$ cat src/hdl/uart_cmd_settings.svh
`ifndef UART_CMD_SETTINGS_SVH
`define UART_CMD_SETTINGS_SVH

// serial timing, in clock cycles per bit.
`define UART_BAUD_DIV 434

// idle bit times between the upper and lower frame of a write.
`define UART_GAP_BITS 2

// bit times to wait for a reply start bit after the read frame ends.
`define UART_RSP_TIMEOUT_BITS 32

// start, eight data, parity and stop.
`define UART_FRAME_BITS 11

`define UART_GAP_CYCLES (`UART_GAP_BITS * `UART_BAUD_DIV)

`define UART_RSP_TIMEOUT_CYCLES (`UART_RSP_TIMEOUT_BITS * `UART_BAUD_DIV)

`endif
$ cat src/hdl/uart_cmd_pkg.sv
`default_nettype none

package uart_cmd_pkg;

  // host command, bit 15 set means write.
  typedef struct packed {
    logic       is_write;
    logic [6:0] addr;
    logic [7:0] data;
  } uart_cmd_t;

  // one decoded frame from rx.
  typedef struct packed {
    logic [7:0] data;
    logic       parity_err;   // even parity mismatch.
    logic       stop_err;     // stop sample was low.
  } rx_frame_t;

  typedef enum logic [1:0] {
    RSP_OK,
    RSP_PARITY,
    RSP_FRAMING,
    RSP_TIMEOUT
  } rsp_status_e;

  typedef struct packed {
    logic [7:0]  data;
    rsp_status_e status;
  } read_rsp_t;

  typedef enum logic [2:0] {
    SEQ_IDLE,
    SEQ_SEND_HI,
    SEQ_GAP,
    SEQ_SEND_LO,
    SEQ_WAIT_RSP
  } seq_state_e;

endpackage

`default_nettype wire

$ cat src/hdl/uart_cmd_top.sv
`timescale 1ns/1ps
`default_nettype none

module uart_cmd_top
  import uart_cmd_pkg::*;
(
  input  wire            clk,
  input  wire            rst_n,
  input  wire uart_cmd_t cmd_in,
  input  wire            cmd_vld,
  output logic           cmd_rdy,
  input  wire            rx,
  output logic           tx,
  output logic           read_vld,
  output read_rsp_t      read_rsp
);

  logic       tx_start;
  logic [7:0] tx_byte;
  logic       tx_busy;
  logic       frame_vld;
  rx_frame_t  frame;
  logic       rx_active;

  uart_rx_frame u_rx (
    .clk       (clk),
    .rst_n     (rst_n),
    .rx        (rx),
    .frame_vld (frame_vld),
    .frame     (frame),
    .rx_active (rx_active)
  );

  uart_cmd_seq u_seq (
    .clk       (clk),
    .rst_n     (rst_n),
    .cmd_in    (cmd_in),
    .cmd_vld   (cmd_vld),
    .cmd_rdy   (cmd_rdy),
    .tx_start  (tx_start),
    .tx_byte   (tx_byte),
    .tx_busy   (tx_busy),
    .frame_vld (frame_vld),
    .frame     (frame),
    .rx_active (rx_active),
    .read_vld  (read_vld),
    .read_rsp  (read_rsp)
  );

  uart_tx_frame u_tx (
    .clk      (clk),
    .rst_n    (rst_n),
    .tx_start (tx_start),
    .tx_byte  (tx_byte),
    .tx_busy  (tx_busy),
    .tx       (tx)
  );

endmodule

`default_nettype wire

$ cat src/hdl/uart_cmd_seq.sv
`timescale 1ns/1ps
`default_nettype none

`include "uart_cmd_settings.svh"

module uart_cmd_seq
  import uart_cmd_pkg::*;
(
  input  wire            clk,
  input  wire            rst_n,
  input  wire uart_cmd_t cmd_in,
  input  wire            cmd_vld,
  output logic           cmd_rdy,
  output logic           tx_start,
  output logic [7:0]     tx_byte,
  input  wire            tx_busy,
  input  wire            frame_vld,
  input  wire rx_frame_t frame,
  input  wire            rx_active,
  output logic           read_vld,
  output read_rsp_t      read_rsp
);

  localparam int GAP_CYCLES = `UART_GAP_CYCLES;
  localparam int TMO_CYCLES = `UART_RSP_TIMEOUT_CYCLES;
  localparam int GAP_W      = $clog2(GAP_CYCLES + 1);
  localparam int TMO_W      = $clog2(TMO_CYCLES + 1);
  localparam logic [GAP_W-1:0] GAP_LAST = GAP_W'(GAP_CYCLES - 1);
  localparam logic [TMO_W-1:0] TMO_LAST = TMO_W'(TMO_CYCLES - 1);

  seq_state_e       state;
  uart_cmd_t        cmd_q;
  logic [GAP_W-1:0] gap_cnt;
  logic [TMO_W-1:0] tmo_cnt;
  logic             accept;
  logic             frame_done;
  logic             gap_done;
  logic             rsp_frame;
  logic             rsp_tmo;

  assign accept     = cmd_vld && cmd_rdy;
  assign frame_done = !tx_start && !tx_busy;    // framer idle again after our pulse.
  assign gap_done   = (state == SEQ_GAP) && (gap_cnt == GAP_LAST);
  assign rsp_frame  = (state == SEQ_WAIT_RSP) && frame_vld;
  assign rsp_tmo    = (state == SEQ_WAIT_RSP) && !rx_active && (tmo_cnt == TMO_LAST);

  always_ff @(posedge clk or negedge rst_n)
  begin
    if (!rst_n)
    begin
      state    <= SEQ_IDLE;
      cmd_rdy  <= 1'b1;
      tx_start <= 1'b0;
      read_vld <= 1'b0;
      gap_cnt  <= '0;
      tmo_cnt  <= '0;
    end
    else
    begin
      tx_start <= 1'b0;
      read_vld <= 1'b0;
      case (state)
        SEQ_IDLE:
        begin
          if (accept)
          begin
            state    <= SEQ_SEND_HI;
            cmd_rdy  <= 1'b0;
            tx_start <= 1'b1;
          end
        end
        SEQ_SEND_HI:
        begin
          if (frame_done)
          begin
            if (cmd_q.is_write)
            begin
              state   <= SEQ_GAP;
              gap_cnt <= '0;
            end
            else
            begin
              state   <= SEQ_WAIT_RSP;
              tmo_cnt <= '0;
            end
          end
        end
        SEQ_GAP:
        begin
          if (gap_done)
          begin
            state    <= SEQ_SEND_LO;
            tx_start <= 1'b1;
          end
          else
            gap_cnt <= gap_cnt + 1'b1;
        end
        SEQ_SEND_LO:
        begin
          if (frame_done)
          begin
            state   <= SEQ_IDLE;
            cmd_rdy <= 1'b1;
          end
        end
        SEQ_WAIT_RSP:
        begin
          if (rsp_frame || rsp_tmo)
          begin
            state    <= SEQ_IDLE;
            cmd_rdy  <= 1'b1;
            read_vld <= 1'b1;
          end
          else if (!rx_active)
            tmo_cnt <= tmo_cnt + 1'b1;  // paused while a reply is arriving.
        end
        default:
        begin
          state   <= SEQ_IDLE;
          cmd_rdy <= 1'b1;
        end
      endcase
    end
  end

  always_ff @(posedge clk)
  begin
    if (accept)
    begin
      cmd_q   <= cmd_in;
      tx_byte <= {cmd_in.is_write, cmd_in.addr};   // upper byte goes first.
    end
    else if (gap_done)
      tx_byte <= cmd_q.data;

    if (rsp_frame)
    begin
      read_rsp.data <= frame.data;
      if (frame.stop_err)
        read_rsp.status <= RSP_FRAMING;
      else if (frame.parity_err)
        read_rsp.status <= RSP_PARITY;
      else
        read_rsp.status <= RSP_OK;
    end
    else if (rsp_tmo)
    begin
      read_rsp.data   <= '0;
      read_rsp.status <= RSP_TIMEOUT;
    end
  end

endmodule

`default_nettype wire

$ cat src/hdl/uart_tx_frame.sv
`timescale 1ns/1ps
`default_nettype none

`include "uart_cmd_settings.svh"

module uart_tx_frame (
  input  wire       clk,
  input  wire       rst_n,
  input  wire       tx_start,
  input  wire [7:0] tx_byte,
  output logic      tx_busy,
  output logic      tx
);

  localparam int BAUD_DIV = `UART_BAUD_DIV;
  localparam int CNT_W    = $clog2(BAUD_DIV);
  localparam logic [CNT_W-1:0] BIT_LAST   = CNT_W'(BAUD_DIV - 1);
  localparam logic [3:0]       FRAME_LAST = 4'(`UART_FRAME_BITS - 1);

  logic [10:0]      shreg;
  logic [CNT_W-1:0] baud_cnt;
  logic [3:0]       bit_cnt;

  // ones shift in behind the frame, so the line rests high.
  assign tx = shreg[0];

  always_ff @(posedge clk or negedge rst_n)
  begin
    if (!rst_n)
    begin
      shreg    <= '1;
      tx_busy  <= 1'b0;
      baud_cnt <= '0;
      bit_cnt  <= '0;
    end
    else if (tx_start && !tx_busy)
    begin
      shreg    <= {1'b1, ^tx_byte, tx_byte, 1'b0};  // stop, parity, data, start.
      tx_busy  <= 1'b1;
      baud_cnt <= '0;
      bit_cnt  <= '0;
    end
    else if (tx_busy)
    begin
      if (baud_cnt == BIT_LAST)
      begin
        baud_cnt <= '0;
        shreg    <= {1'b1, shreg[10:1]};
        if (bit_cnt == FRAME_LAST)
          tx_busy <= 1'b0;          // end of stop bit.
        else
          bit_cnt <= bit_cnt + 1'b1;
      end
      else
        baud_cnt <= baud_cnt + 1'b1;
    end
  end

endmodule

`default_nettype wire

$ cat src/hdl/uart_rx_frame.sv
`timescale 1ns/1ps
`default_nettype none

`include "uart_cmd_settings.svh"

module uart_rx_frame
  import uart_cmd_pkg::*;
(
  input  wire       clk,
  input  wire       rst_n,
  input  wire       rx,
  output logic      frame_vld,
  output rx_frame_t frame,
  output logic      rx_active
);

  localparam int BAUD_DIV = `UART_BAUD_DIV;
  localparam int CNT_W    = $clog2(BAUD_DIV);
  localparam logic [CNT_W-1:0] BIT_LAST  = CNT_W'(BAUD_DIV - 1);
  localparam logic [CNT_W-1:0] HALF_LAST = CNT_W'(BAUD_DIV / 2 - 1);
  localparam logic [3:0]       STOP_IDX  = 4'(`UART_FRAME_BITS - 2);

  typedef enum logic [1:0] {
    RX_IDLE,
    RX_START,
    RX_BITS
  } rx_state_e;

  rx_state_e        state;
  logic             rx_s1;
  logic             rx_s2;
  logic             rx_prev;
  logic [CNT_W-1:0] baud_cnt;
  logic [3:0]       bit_cnt;
  logic [8:0]       shreg;      // data then parity.
  logic             bit_tick;

  assign bit_tick = (state == RX_BITS) && (baud_cnt == BIT_LAST);

  always_ff @(posedge clk or negedge rst_n)
  begin
    if (!rst_n)
    begin
      rx_s1   <= 1'b1;
      rx_s2   <= 1'b1;
      rx_prev <= 1'b1;        // line idles high.
    end
    else
    begin
      rx_s1   <= rx;
      rx_s2   <= rx_s1;
      rx_prev <= rx_s2;
    end
  end

  always_ff @(posedge clk or negedge rst_n)
  begin
    if (!rst_n)
    begin
      state     <= RX_IDLE;
      baud_cnt  <= '0;
      bit_cnt   <= '0;
      frame_vld <= 1'b0;
      rx_active <= 1'b0;
    end
    else
    begin
      frame_vld <= 1'b0;
      case (state)
        RX_IDLE:
        begin
          if (rx_prev && !rx_s2)
          begin
            state    <= RX_START;
            baud_cnt <= '0;
          end
        end
        RX_START:
        begin
          if (baud_cnt == HALF_LAST)
          begin
            baud_cnt <= '0;
            bit_cnt  <= '0;
            if (!rx_s2)
            begin
              state     <= RX_BITS;
              rx_active <= 1'b1;
            end
            else
              state <= RX_IDLE;   // glitch, not a start bit.
          end
          else
            baud_cnt <= baud_cnt + 1'b1;
        end
        RX_BITS:
        begin
          if (bit_tick)
          begin
            baud_cnt <= '0;
            bit_cnt  <= bit_cnt + 1'b1;
            if (bit_cnt == STOP_IDX)
            begin
              state     <= RX_IDLE;
              frame_vld <= 1'b1;
              rx_active <= 1'b0;
            end
          end
          else
            baud_cnt <= baud_cnt + 1'b1;
        end
        default: state <= RX_IDLE;
      endcase
    end
  end

  always_ff @(posedge clk)
  begin
    if (bit_tick)
    begin
      if (bit_cnt == STOP_IDX)
      begin
        frame.data       <= shreg[7:0];
        frame.parity_err <= ^shreg;   // data plus parity must be even.
        frame.stop_err   <= ~rx_s2;
      end
      else
        shreg <= {rx_s2, shreg[8:1]};  // lsb arrives first.
    end
  end

endmodule

`default_nettype wire

$ cat config.mk
export PLATFORM = sky130hd
export DESIGN_NAME = uart_cmd_top
export DESIGN_NICKNAME = d
export VERILOG_FILES = /design/src/hdl/uart_cmd_pkg.sv /design/src/hdl/uart_cmd_top.sv /design/src/hdl/uart_cmd_seq.sv /design/src/hdl/uart_tx_frame.sv /design/src/hdl/uart_rx_frame.sv
export VERILOG_INCLUDE_DIRS = /design/src /design/src/hdl
export SDC_FILE = /design/constraint.sdc
export NUM_CORES = 1
export LEC_CHECK = 0
export ABC_AREA = 0
export BUFFER_PORTS_ARGS = -buffer_cell sky130_fd_sc_hd__buf_2
export CORE_AREA = 5 5 144 146
export DETAILED_ROUTE_END_ITERATION = 6
export DIE_AREA = 0 0 149 151
export PLACE_DENSITY = 0.53
export SLEW_MARGIN = 30
export SYNTH_ARGS = -nofsm -noshare
export SYNTH_HDL_FRONTEND = slang
export SYNTH_SLANG_ARGS = --single-unit
$ cat constraint.sdc
create_clock -name clk -period 5.05 [get_ports clk]
set_clock_uncertainty 0.1 [all_clocks]
set_input_delay 0 -clock clk [delete_from_list [all_inputs] [get_ports clk]]
set_output_delay 0 -clock clk [all_outputs]
set_load 0.02 [all_outputs]
-- Word level (Yosys, flattened, before mapping)
Cells that the tools add are included.
- muxes and demuxes: 66
- equality and inequality tests: 29
- bitwise logic cells: 3
- reduce and logical (&&, ||, !) cells: 39
- add/subtract/negate cells: 6
- operators with widths (operator ; count):
    two-way mux 14 bit ; 4
    two-way mux 9 bit ; 6
    two-way mux 10 bit ; 5
    two-way mux 11 bit ; 3
    one-hot mux 14 bit (2 select lines) ; 1
    one-hot mux 9 bit (3 select lines) ; 1
    two-way mux 4 bit ; 6
    one-hot mux 10 bit (2 select lines) ; 1
    two-way mux 1 bit ; 19
    adder 9 x 1 -> 9 bit, second input constant ; 2
    equality test 9 bit, second input constant ; 2
    two-way mux 3 bit ; 6
    != test 2 x 1 -> 1 bit, second input constant ; 9
    two-way mux 8 bit ; 2
    one-hot mux 3 bit (5 select lines) ; 1
    AND reduction 5 bit ; 3
    adder 14 x 1 -> 14 bit, second input constant ; 1
    equality test 14 bit, second input constant ; 1
    != test 2 bit, second input constant ; 7
    nonzero test 2 bit ; 7
    two-way mux 2 bit ; 6
    AND reduction 4 bit ; 3
    adder 10 x 1 -> 10 bit, second input constant ; 1
    equality test 10 bit, second input constant ; 1
    24 further kinds ; 45
- bits in registers: 121
- word-level logic and storage cells: 170
- output and inout bits: 13
- input port bits: 20

-- Logic depth before layout (Yosys ltp)
Gate-level depths: netlist (run 1).
- word-level depth: 6
- mapped depth: 8
- depth with buffers taken out: 7

-- Hierarchy
A second synthesis (run 1) with hierarchy kept.
- cell total of the unflattened synthesis: 520
- area total of the unflattened synthesis: 5924.4 µm²
- by module, submodules not included (module ; instances ; cells an instance ; area each (µm²)):
    uart_cmd_seq ; 1 ; 230 ; 2672.6
    uart_rx_frame ; 1 ; 157 ; 1935.6
    uart_tx_frame ; 1 ; 133 ; 1316.3

-- Worst setup path before layout (run 1)
No wires, ideal clock.
- path kind: register to register
- start point: register u_seq.tmo_cnt[8]
- end point: register u_seq.read_rsp[0] (netlist name)
- setup time: 0.376 ns
- data required time: 4.574 ns
- stages on the path, launching flop included: 6
- buffers on the path: 1
- arrival: 1.828 ns
- slack: 2.746 ns
- path through: dfrtp_1 buf_6 or4b_4 nor4_1 nor2_1 nor2_1
- longest elaborated chain between the ends: 3
- RTL lines (what ; line ; RTL):
    start: declaration ; uart_cmd_seq.sv:34 ; logic [TMO_W-1:0] tmo_cnt;
    start signal: assignment ; uart_cmd_seq.sv:115 ; tmo_cnt <= tmo_cnt + 1'b1;
    equality test 14 bit ; uart_cmd_seq.sv:45 ; assign rsp_tmo = (state == SEQ_WAIT_RSP) && !rx_active && (tmo_cnt == TMO_LAST);
    logical AND 1 bit ; uart_cmd_seq.sv:45 ;
    nonzero test 2 bit (no line) ; n/a ;
Every way passes these cells.
A chain may end at the register's enable or synchronous reset.

-- Final worst setup path (run 1)
- start point: register u_tx.tx_busy
- end point: register u_seq.tmo_cnt[5]
- longest elaborated chain between the ends: 4
- RTL lines (what ; line ; RTL):
    start: declaration ; uart_tx_frame.sv:11 ; output logic tx_busy,
    start signal: assignment ; uart_tx_frame.sv:32 ; tx_busy <= 1'b0;
    start signal: assignment ; uart_tx_frame.sv:39 ; tx_busy <= 1'b1;
    start signal: assignment ; uart_tx_frame.sv:50 ; tx_busy <= 1'b0;
    logical NOT 1 bit ; uart_cmd_seq.sv:42 ; assign frame_done = !tx_start && !tx_busy;
    logical AND 1 bit ; uart_cmd_seq.sv:42 ;
    != test 2 x 1 -> 1 bit (no line) ; n/a ;
    AND reduction 5 bit (no line) ; n/a ;
Every way passes these cells.

==> results of run 1 <==
repair_timing:
action,in CTS,in global routing
gates resized for setup,0,0
hold endpoints to repair,78,0
hold buffers,18,0
layer usage:
layer | global-route usage [%] | share of wire, %
met5 | 0 | 0
met4 | 4.26 | 1.8
met1 | 13.6 | 46
met2 | 17.0 | 49
met3 | 2.90 | 2.8
report_power, final:
part | internal [mW] | switching [mW] | leakage (nW)
clock | 0.756 | 0.405 | 0.285
sequential | 1.17 | 0.135 | 1.36
combinational | 0.228 | 0.340 | 1.11
total | 2.16 | 0.879 | 2.76
worst max path at each step:
stage,from,to,depth (start not counted)
final,u_tx.tx_busy$_DFF_PN0_,u_seq.tmo_cnt[5]$_DFFE_PN0P_,5
after global routing,u_tx.tx_busy$_DFF_PN0_,u_seq.tmo_cnt[5]$_DFFE_PN0P_,5
after CTS,u_tx.tx_busy$_DFF_PN0_,u_seq.tmo_cnt[5]$_DFFE_PN0P_,5
after detailed placement,u_tx.tx_busy$_DFF_PN0_,u_seq.tmo_cnt[5]$_DFFE_PN0P_,5
after global placement,u_tx.baud_cnt[6]$_DFFE_PN0P_,u_tx.baud_cnt[3]$_DFFE_PN0P_,5
after floorplan,u_seq.tmo_cnt[8]$_DFFE_PN0P_,u_seq.read_rsp[0]$_SDFFCE_PN1P_,5
layout make-up:
class	instances	area, µm²
Clock inverter	10	100
Multi-Input combinational cell	358	2290
Tap cell	265	332
Fill cell	1941	12400
Timing Repair Buffer	51	354
Clock buffer	22	474
Sequential cell	120	3250
Inverter	15	56.3
sequential cells by signal, indices dropped and copies added, names as in the netlist, 9 cells and up:
register / flops
u_tx.baud_cnt: 9
u_seq.read_rsp: 10
u_rx.frame: 10
u_rx.baud_cnt: 9
u_tx.shreg: 10
u_seq.gap_cnt: 10
u_rx.shreg: 9
u_seq.tmo_cnt: 14
u_seq.cmd_q: 9
cell families (layout without fill, tap and decap cells):
kind of cell	Yosys count	after routing
flops	120	120
mux	13	13
simple gates	197	197
xor+xnor	23	23
buf+inv	32	98
fa+ha+maj	15	15
compound gates	110	110
through the flow:
stage	cell area [µm²]	util, %	total power, mW	cells
2_1_floorplan	5670	-	1.72	510
3_3_place_gp	6090	31.6	1.86	791
6_report	6850	35.6	3.04	841
5_1_grt	6850	35.6	3.22	841
4_1_cts	6850	35.5	3.08	841
3_5_place_dp	6090	31.6	1.89	791
worst register-to-register path: stages (launching register included):
cell and delay, ps:
dfrtp_1 490, nor3b_1 550, a21o_1 300, nand3_1 410, or4_1 600, o211ai_1 100
placed cells by master, fill, tap and decap left out, types with 3 or more instances in the layout:
| master | instances |
|---|---|
| a21oi_1 | 12 |
| edfxtp_1 | 46 |
| nand4_1 | 6 |
| ha_1 | 15 |
| a31oi_1 | 5 |
| o21ai_0 | 40 |
| dfstp_2 | 14 |
| a21o_1 | 7 |
| o31ai_1 | 7 |
| o311ai_0 | 3 |
| nand4b_1 | 3 |
| clkbuf_16 | 17 |
| nand2b_1 | 9 |
| and3_1 | 19 |
| mux2i_1 | 3 |
| xnor2_1 | 12 |
| nor4_1 | 5 |
| nor2_1 | 33 |
| or3_1 | 5 |
| nand2_1 | 55 |
| a22oi_1 | 7 |
| nor3_1 | 10 |
| xor2_1 | 11 |
| dfrtp_1 | 60 |
| o211ai_1 | 3 |
| a22o_1 | 3 |
| clkbuf_8 | 3 |
| nand3b_1 | 5 |
| mux2_2 | 10 |
| o21ai_1 | 3 |
| buf_2 | 31 |
| nand3_1 | 24 |
| and2_1 | 3 |
| inv_1 | 15 |
| nor3b_1 | 4 |
| clkinv_2 | 5 |
| dlygate4sd3_1 | 18 |
==> run summary, run 1 <==
1st-pass router iterations = 4
multiplexer area fraction after synthesis = 2.51%
flops & latches, synth = 120
die width = 149 µm
CP endpoint kind = flip-flop
CTS Buf Count = 17
worst hold start = cmd_vld
final hold viol count = 0
IO Count = 33
core area = 19300 µm²
Final Worst Setup Slack = 2400 ps
GRT Total Usage = 10.6%
top cells by area, synth = dfrtp_1 26%, edfxtp_1 24%, dfstp_2 6.5%
clk slew on worst S/H paths = 50 ps
fin. max-slew vios = 0
# nets final = 598
post-synthesis area per instance = 11.1 µm²
layout cells sized above 1 = 16.7%
largest family of logic cells by synthesized area = simple AND/OR/NAND/NOR gates
Post-Syn Area = 5670 µm²
vias per inst = 4.73
Slew @ Worst Pin = 767 ps
number of enable flip-flop cells after synthesis = 46
Static Leak = 2.76 nW
R2R Setup Slk = 2400 ps
Initial Util = 29.4%
setup bufs post-CTS = 0
area share of the largest cell type after synthesis = 26.5%
vias = 3975
biggest area consumer among synthesized cells = dfrtp_1
hold path cells = 5
largest net degree at the start of global routing = 75
Post-synth top cells = 60 x dfrtp_1, 55 x nand2_1, 46 x edfxtp_1, 42 x o21ai_0, 33 x nor2_1
simple-gate portion of the synthesized area = 18.1%
die height = 151 µm
R2R Path Start = u_tx.tx_busy$_DFF_PN0_
P per Cell Area = 443 nW/µm²
area delta synth->final = 20.8%
aggregate routed wire length = 11.0 mm
Final Cycle Share = 52.4%
first-pass GRT wire length = 19.3 mm
Worst-Skew Late Latency = 410 ps
reg2reg end = u_seq.tmo_cnt[5]$_DFFE_PN0P_
Antenna Nets Post-Route = 0
f_max = 378 MHz
adder-cell share of the synthesized area = 3.31%
top-count cell post-synth = dfrtp_1
gpl congestion = 0.837
asr flop ratio synth = 61.7%
pre-CTS WS = 2420 ps
Root Buffer = clkbuf_16
IO Port Bufs = 32
setup TNS = 0 ps
row count = 51
CP Launch Type = flip-flop
post-synthesis compound-gate area fraction = 12.7%
Max-cap violations = 0
initial antenna violation count = 0
number of H-tree levels = 4
Seq/Total Area, Yosys = 57.3%
CP top delay family = simple AND/OR/NAND/NOR gates
DPL Wire Length = 7.57 mm
RSZ-0062 raised after global routing = false
CP arrival = 2870 ps
Post-Synth XOR/XNOR Area = 3.55%
Final min period = 2650 ps
Netlist cell types = 62
worst relative slew slack = 48.6%
total grt overflow = 0
DRC = 0
Setup CP Type = flip-flop to flip-flop
Bufs on Longest Clock Path = 2
hold path endpoint = u_seq.cmd_rdy$_DFFE_PN1P_
synth warn = 0
CP Buf/Inv Count = 0
worst path cell trace = nor3b_1 > a21o_1 > nand3_1 > or4_1 > o211ai_1
# clock sinks = 120
syn nets = 545
Main synth FF type = dfrtp_1
CP max stage delay = 600 ps
Synth Instances = 510
number of antenna diodes = 0
hold_ws = 62.7 ps
CTS tree = done
Avg WL per Cell = 13.1 µm
final setup violation count = 0
outcome = complete, no violations
Starting DRT DRC Count = 312
vias in the first global route = 3930
full die area = 22500 µm²
CP max FO = 12
Reg2Reg Depth = 5
slowest CP cell = or4_1
Worst EP required = 5270 ps
Worst IR Drop VDD = 0.241 mV
class of the worst hold path = input pin to flip-flop
Note: power is estimated with default switching activity, not from simulation.
==> run 2, diff against run 1 <==
Settings changed: PLACE_DENSITY 0.53 to 0.54.
Clock period 5.05 ns to 2.3 ns, I/O delays scaled along.
==> run 2 against run 1 <==
Cell count rose by 4.5%. Critical path type unchanged. Core utilization rose by 1.8 points. Final area rose by 5.0%.
==> run summary, run 2 (synthesis results as in run 1) <==
slowest CP cell = or4b_4
Worst IR Drop VDD = 0.557 mV
class of the worst hold path = input pin to flip-flop
pre-CTS WS = 19.1 ps
layout cells sized above 1 = 22.5%
Antenna Nets Post-Route = 0
Final min period = 2210 ps
fin. max-slew vios = 0
Layout Cells excl Fill = 879
CP arrival = 2440 ps
vias per inst = 4.76
clk slew on worst S/H paths = 50 ps
Avg WL per Cell = 13.0 µm
aggregate routed wire length = 11.5 mm
Final Worst Setup Slack = 87.6 ps
Slew @ Worst Pin = 505 ps
number of antenna diodes = 0
first-pass GRT wire length = 20.0 mm
CTS Buf Count = 17
CP Buf/Inv Count = 1
RSZ-0062 raised after global routing = false
CTS tree = done
Cell Area, Placed = 6380 µm²
R2R Path Start = u_seq.tmo_cnt[11]$_DFFE_PN0P_
GRT Total Usage = 11.0%
worst hold start = cmd_vld
gpl congestion = 0.801
DRC = 0
core area = 19300 µm²
Final Cycle Share = 96.2%
Design Area, Final = 7200 µm²
Bufs on Longest Clock Path = 2
f_max = 452 MHz
flip-flop count of the largest register after layout = 14
vias in the first global route = 4212
CP Launch Type = flip-flop
Worst-Skew Late Latency = 420 ps
Max-cap violations = 0
number of H-tree levels = 4
# clock sinks = 120
Setup CP Type = flip-flop to flip-flop
Reg2Reg Depth = 6
1st-pass router iterations = 6
die height = 151 µm
final hold viol count = 0
P per Cell Area = 982 nW/µm²
Starting DRT DRC Count = 241
CP endpoint kind = flip-flop
final setup violation count = 0
most common cell after layout, fill and taps aside = dfrtp_1
cell count along the critical path = 6
worst path cell trace = or4b_4 > or4_4 > o211ai_4 > buf_4 > o21bai_1 > o2bb2ai_1
# nets final = 636
full die area = 22500 µm²
largest net degree at the start of global routing = 75
initial antenna violation count = 0
worst relative slew slack = 66.0%
IO Port Bufs = 32
Root Buffer = clkbuf_16
power share of the clock group = 38.9%
CP top delay family = simple AND/OR/NAND/NOR gates
setup TNS = 0 ps
Initial Util = 29.4%
FILL cells = 1920
hold_ws = 8.98 ps
internal power = 5.04 mW
DPL Wire Length = 7.96 mm
CP max FO = 4
Worst EP required = 2530 ps
total grt overflow = 0
IO Count = 33
row count = 51
CP Launch Point = u_seq.tmo_cnt[11]$_DFFE_PN0P_
die width = 149 µm
area delta synth->final = 26.8%
vias = 4183
Placed Instances = 826
Static Leak = 2.96 nW
Net Sw Frac = 28.7%
Seq pwr share = 39.9%
outcome = complete, no violations
Reg with most FFs = u_seq.tmo_cnt
most frequent cells in the layout = 60 x dfrtp_1, 55 x nand2_1, 46 x edfxtp_1, 40 x o21ai_0, 37 x buf_4
hold path cells = 5
switching power = 2.03 mW
combinational share of power = 21.2%
CP max stage delay = 540 ps
==> run 2: what timing repair did <==
| action | in CTS | in global routing |
|---|---|---|
| resized for setup | 0 | 5 |
| hold endpoints to repair | 92 | 0 |
| pin swaps | 1 | 4 |
| setup buffers | 3 | 0 |
| hold buffers | 18 | 0 |
| setup endpoints to repair | 1 | 10 |
| gates cloned | 0 | 0 |
==> run 2: path summary, 6_finish.rpt <==
| check | to | slack [ps] |
|---|---|---|
| min | u_seq.cmd_rdy$_DFFE_PN1P_ | 9 |
| max reg2reg | u_seq.tmo_cnt[7]$_DFFE_PN0P_ | 90 |
| max in group asynchronous | u_rx.rx_s1$_DFF_PN1_ | 1680 |
| max | u_seq.tmo_cnt[7]$_DFFE_PN0P_ | 90 |
| min in group asynchronous | u_seq.read_vld$_DFF_PN0_ | 50 |
| min reg2reg | u_rx.rx_s2$_DFF_PN1_ | 250 |
==> run 2: layout make-up <==
class / instances / area, µm² / share of cell area, %
Sequential cell: 120 / 3250 / 45.2
Multi-Input combinational cell: 358 / 2290 / 31.8
Timing Repair Buffer: 89 / 658 / 9.15
Clock buffer: 17 / 425 / 5.91
Tap cell: 265 / 332 / 4.61
Clock inverter: 15 / 184 / 2.56
Inverter: 15 / 56.3 / 0.782
==> run 2: power groups by stage <==
stage	sequential, mW	clock [mW]	combinational [mW]
final	2.82	2.75	1.50
after global routing	2.86	2.88	1.70
after CTS	2.82	2.81	1.51
after detailed placement	2.85	0	1.47
after global placement	2.84	0	1.42
after floorplan	2.79	0	0.985
==> run 2: worst min-delay path, cell delays in order <==
cell and delay [ps]:
buf_2 100, inv_1 30, o21ai_0 140, a21oi_1 70
o22a_1 180
==> run 2: per-layer routing <==
| layer | GRT usage (%) | wire (µm) | vias up |
|---|---|---|---|
| met5 | 0 | 0 | - |
| met4 | 5.90 | 303 | 0 |
| met3 | 2.84 | 310 | 24 |
| met2 | 18.0 | 5740 | 71 |
| met1 | 13.4 | 5120 | 2038 |
| li1 | - | - | 2050 |
==> run 2: through the flow <==
step | total power [mW] | utilization (%)
3_3_place_gp | 4.26 | 33.1
4_1_cts | 7.13 | 37.3
6_report | 7.06 | 37.3
3_5_place_dp | 4.32 | 33.1
2_1_floorplan | 3.78 | -
5_1_grt | 7.45 | 37.3
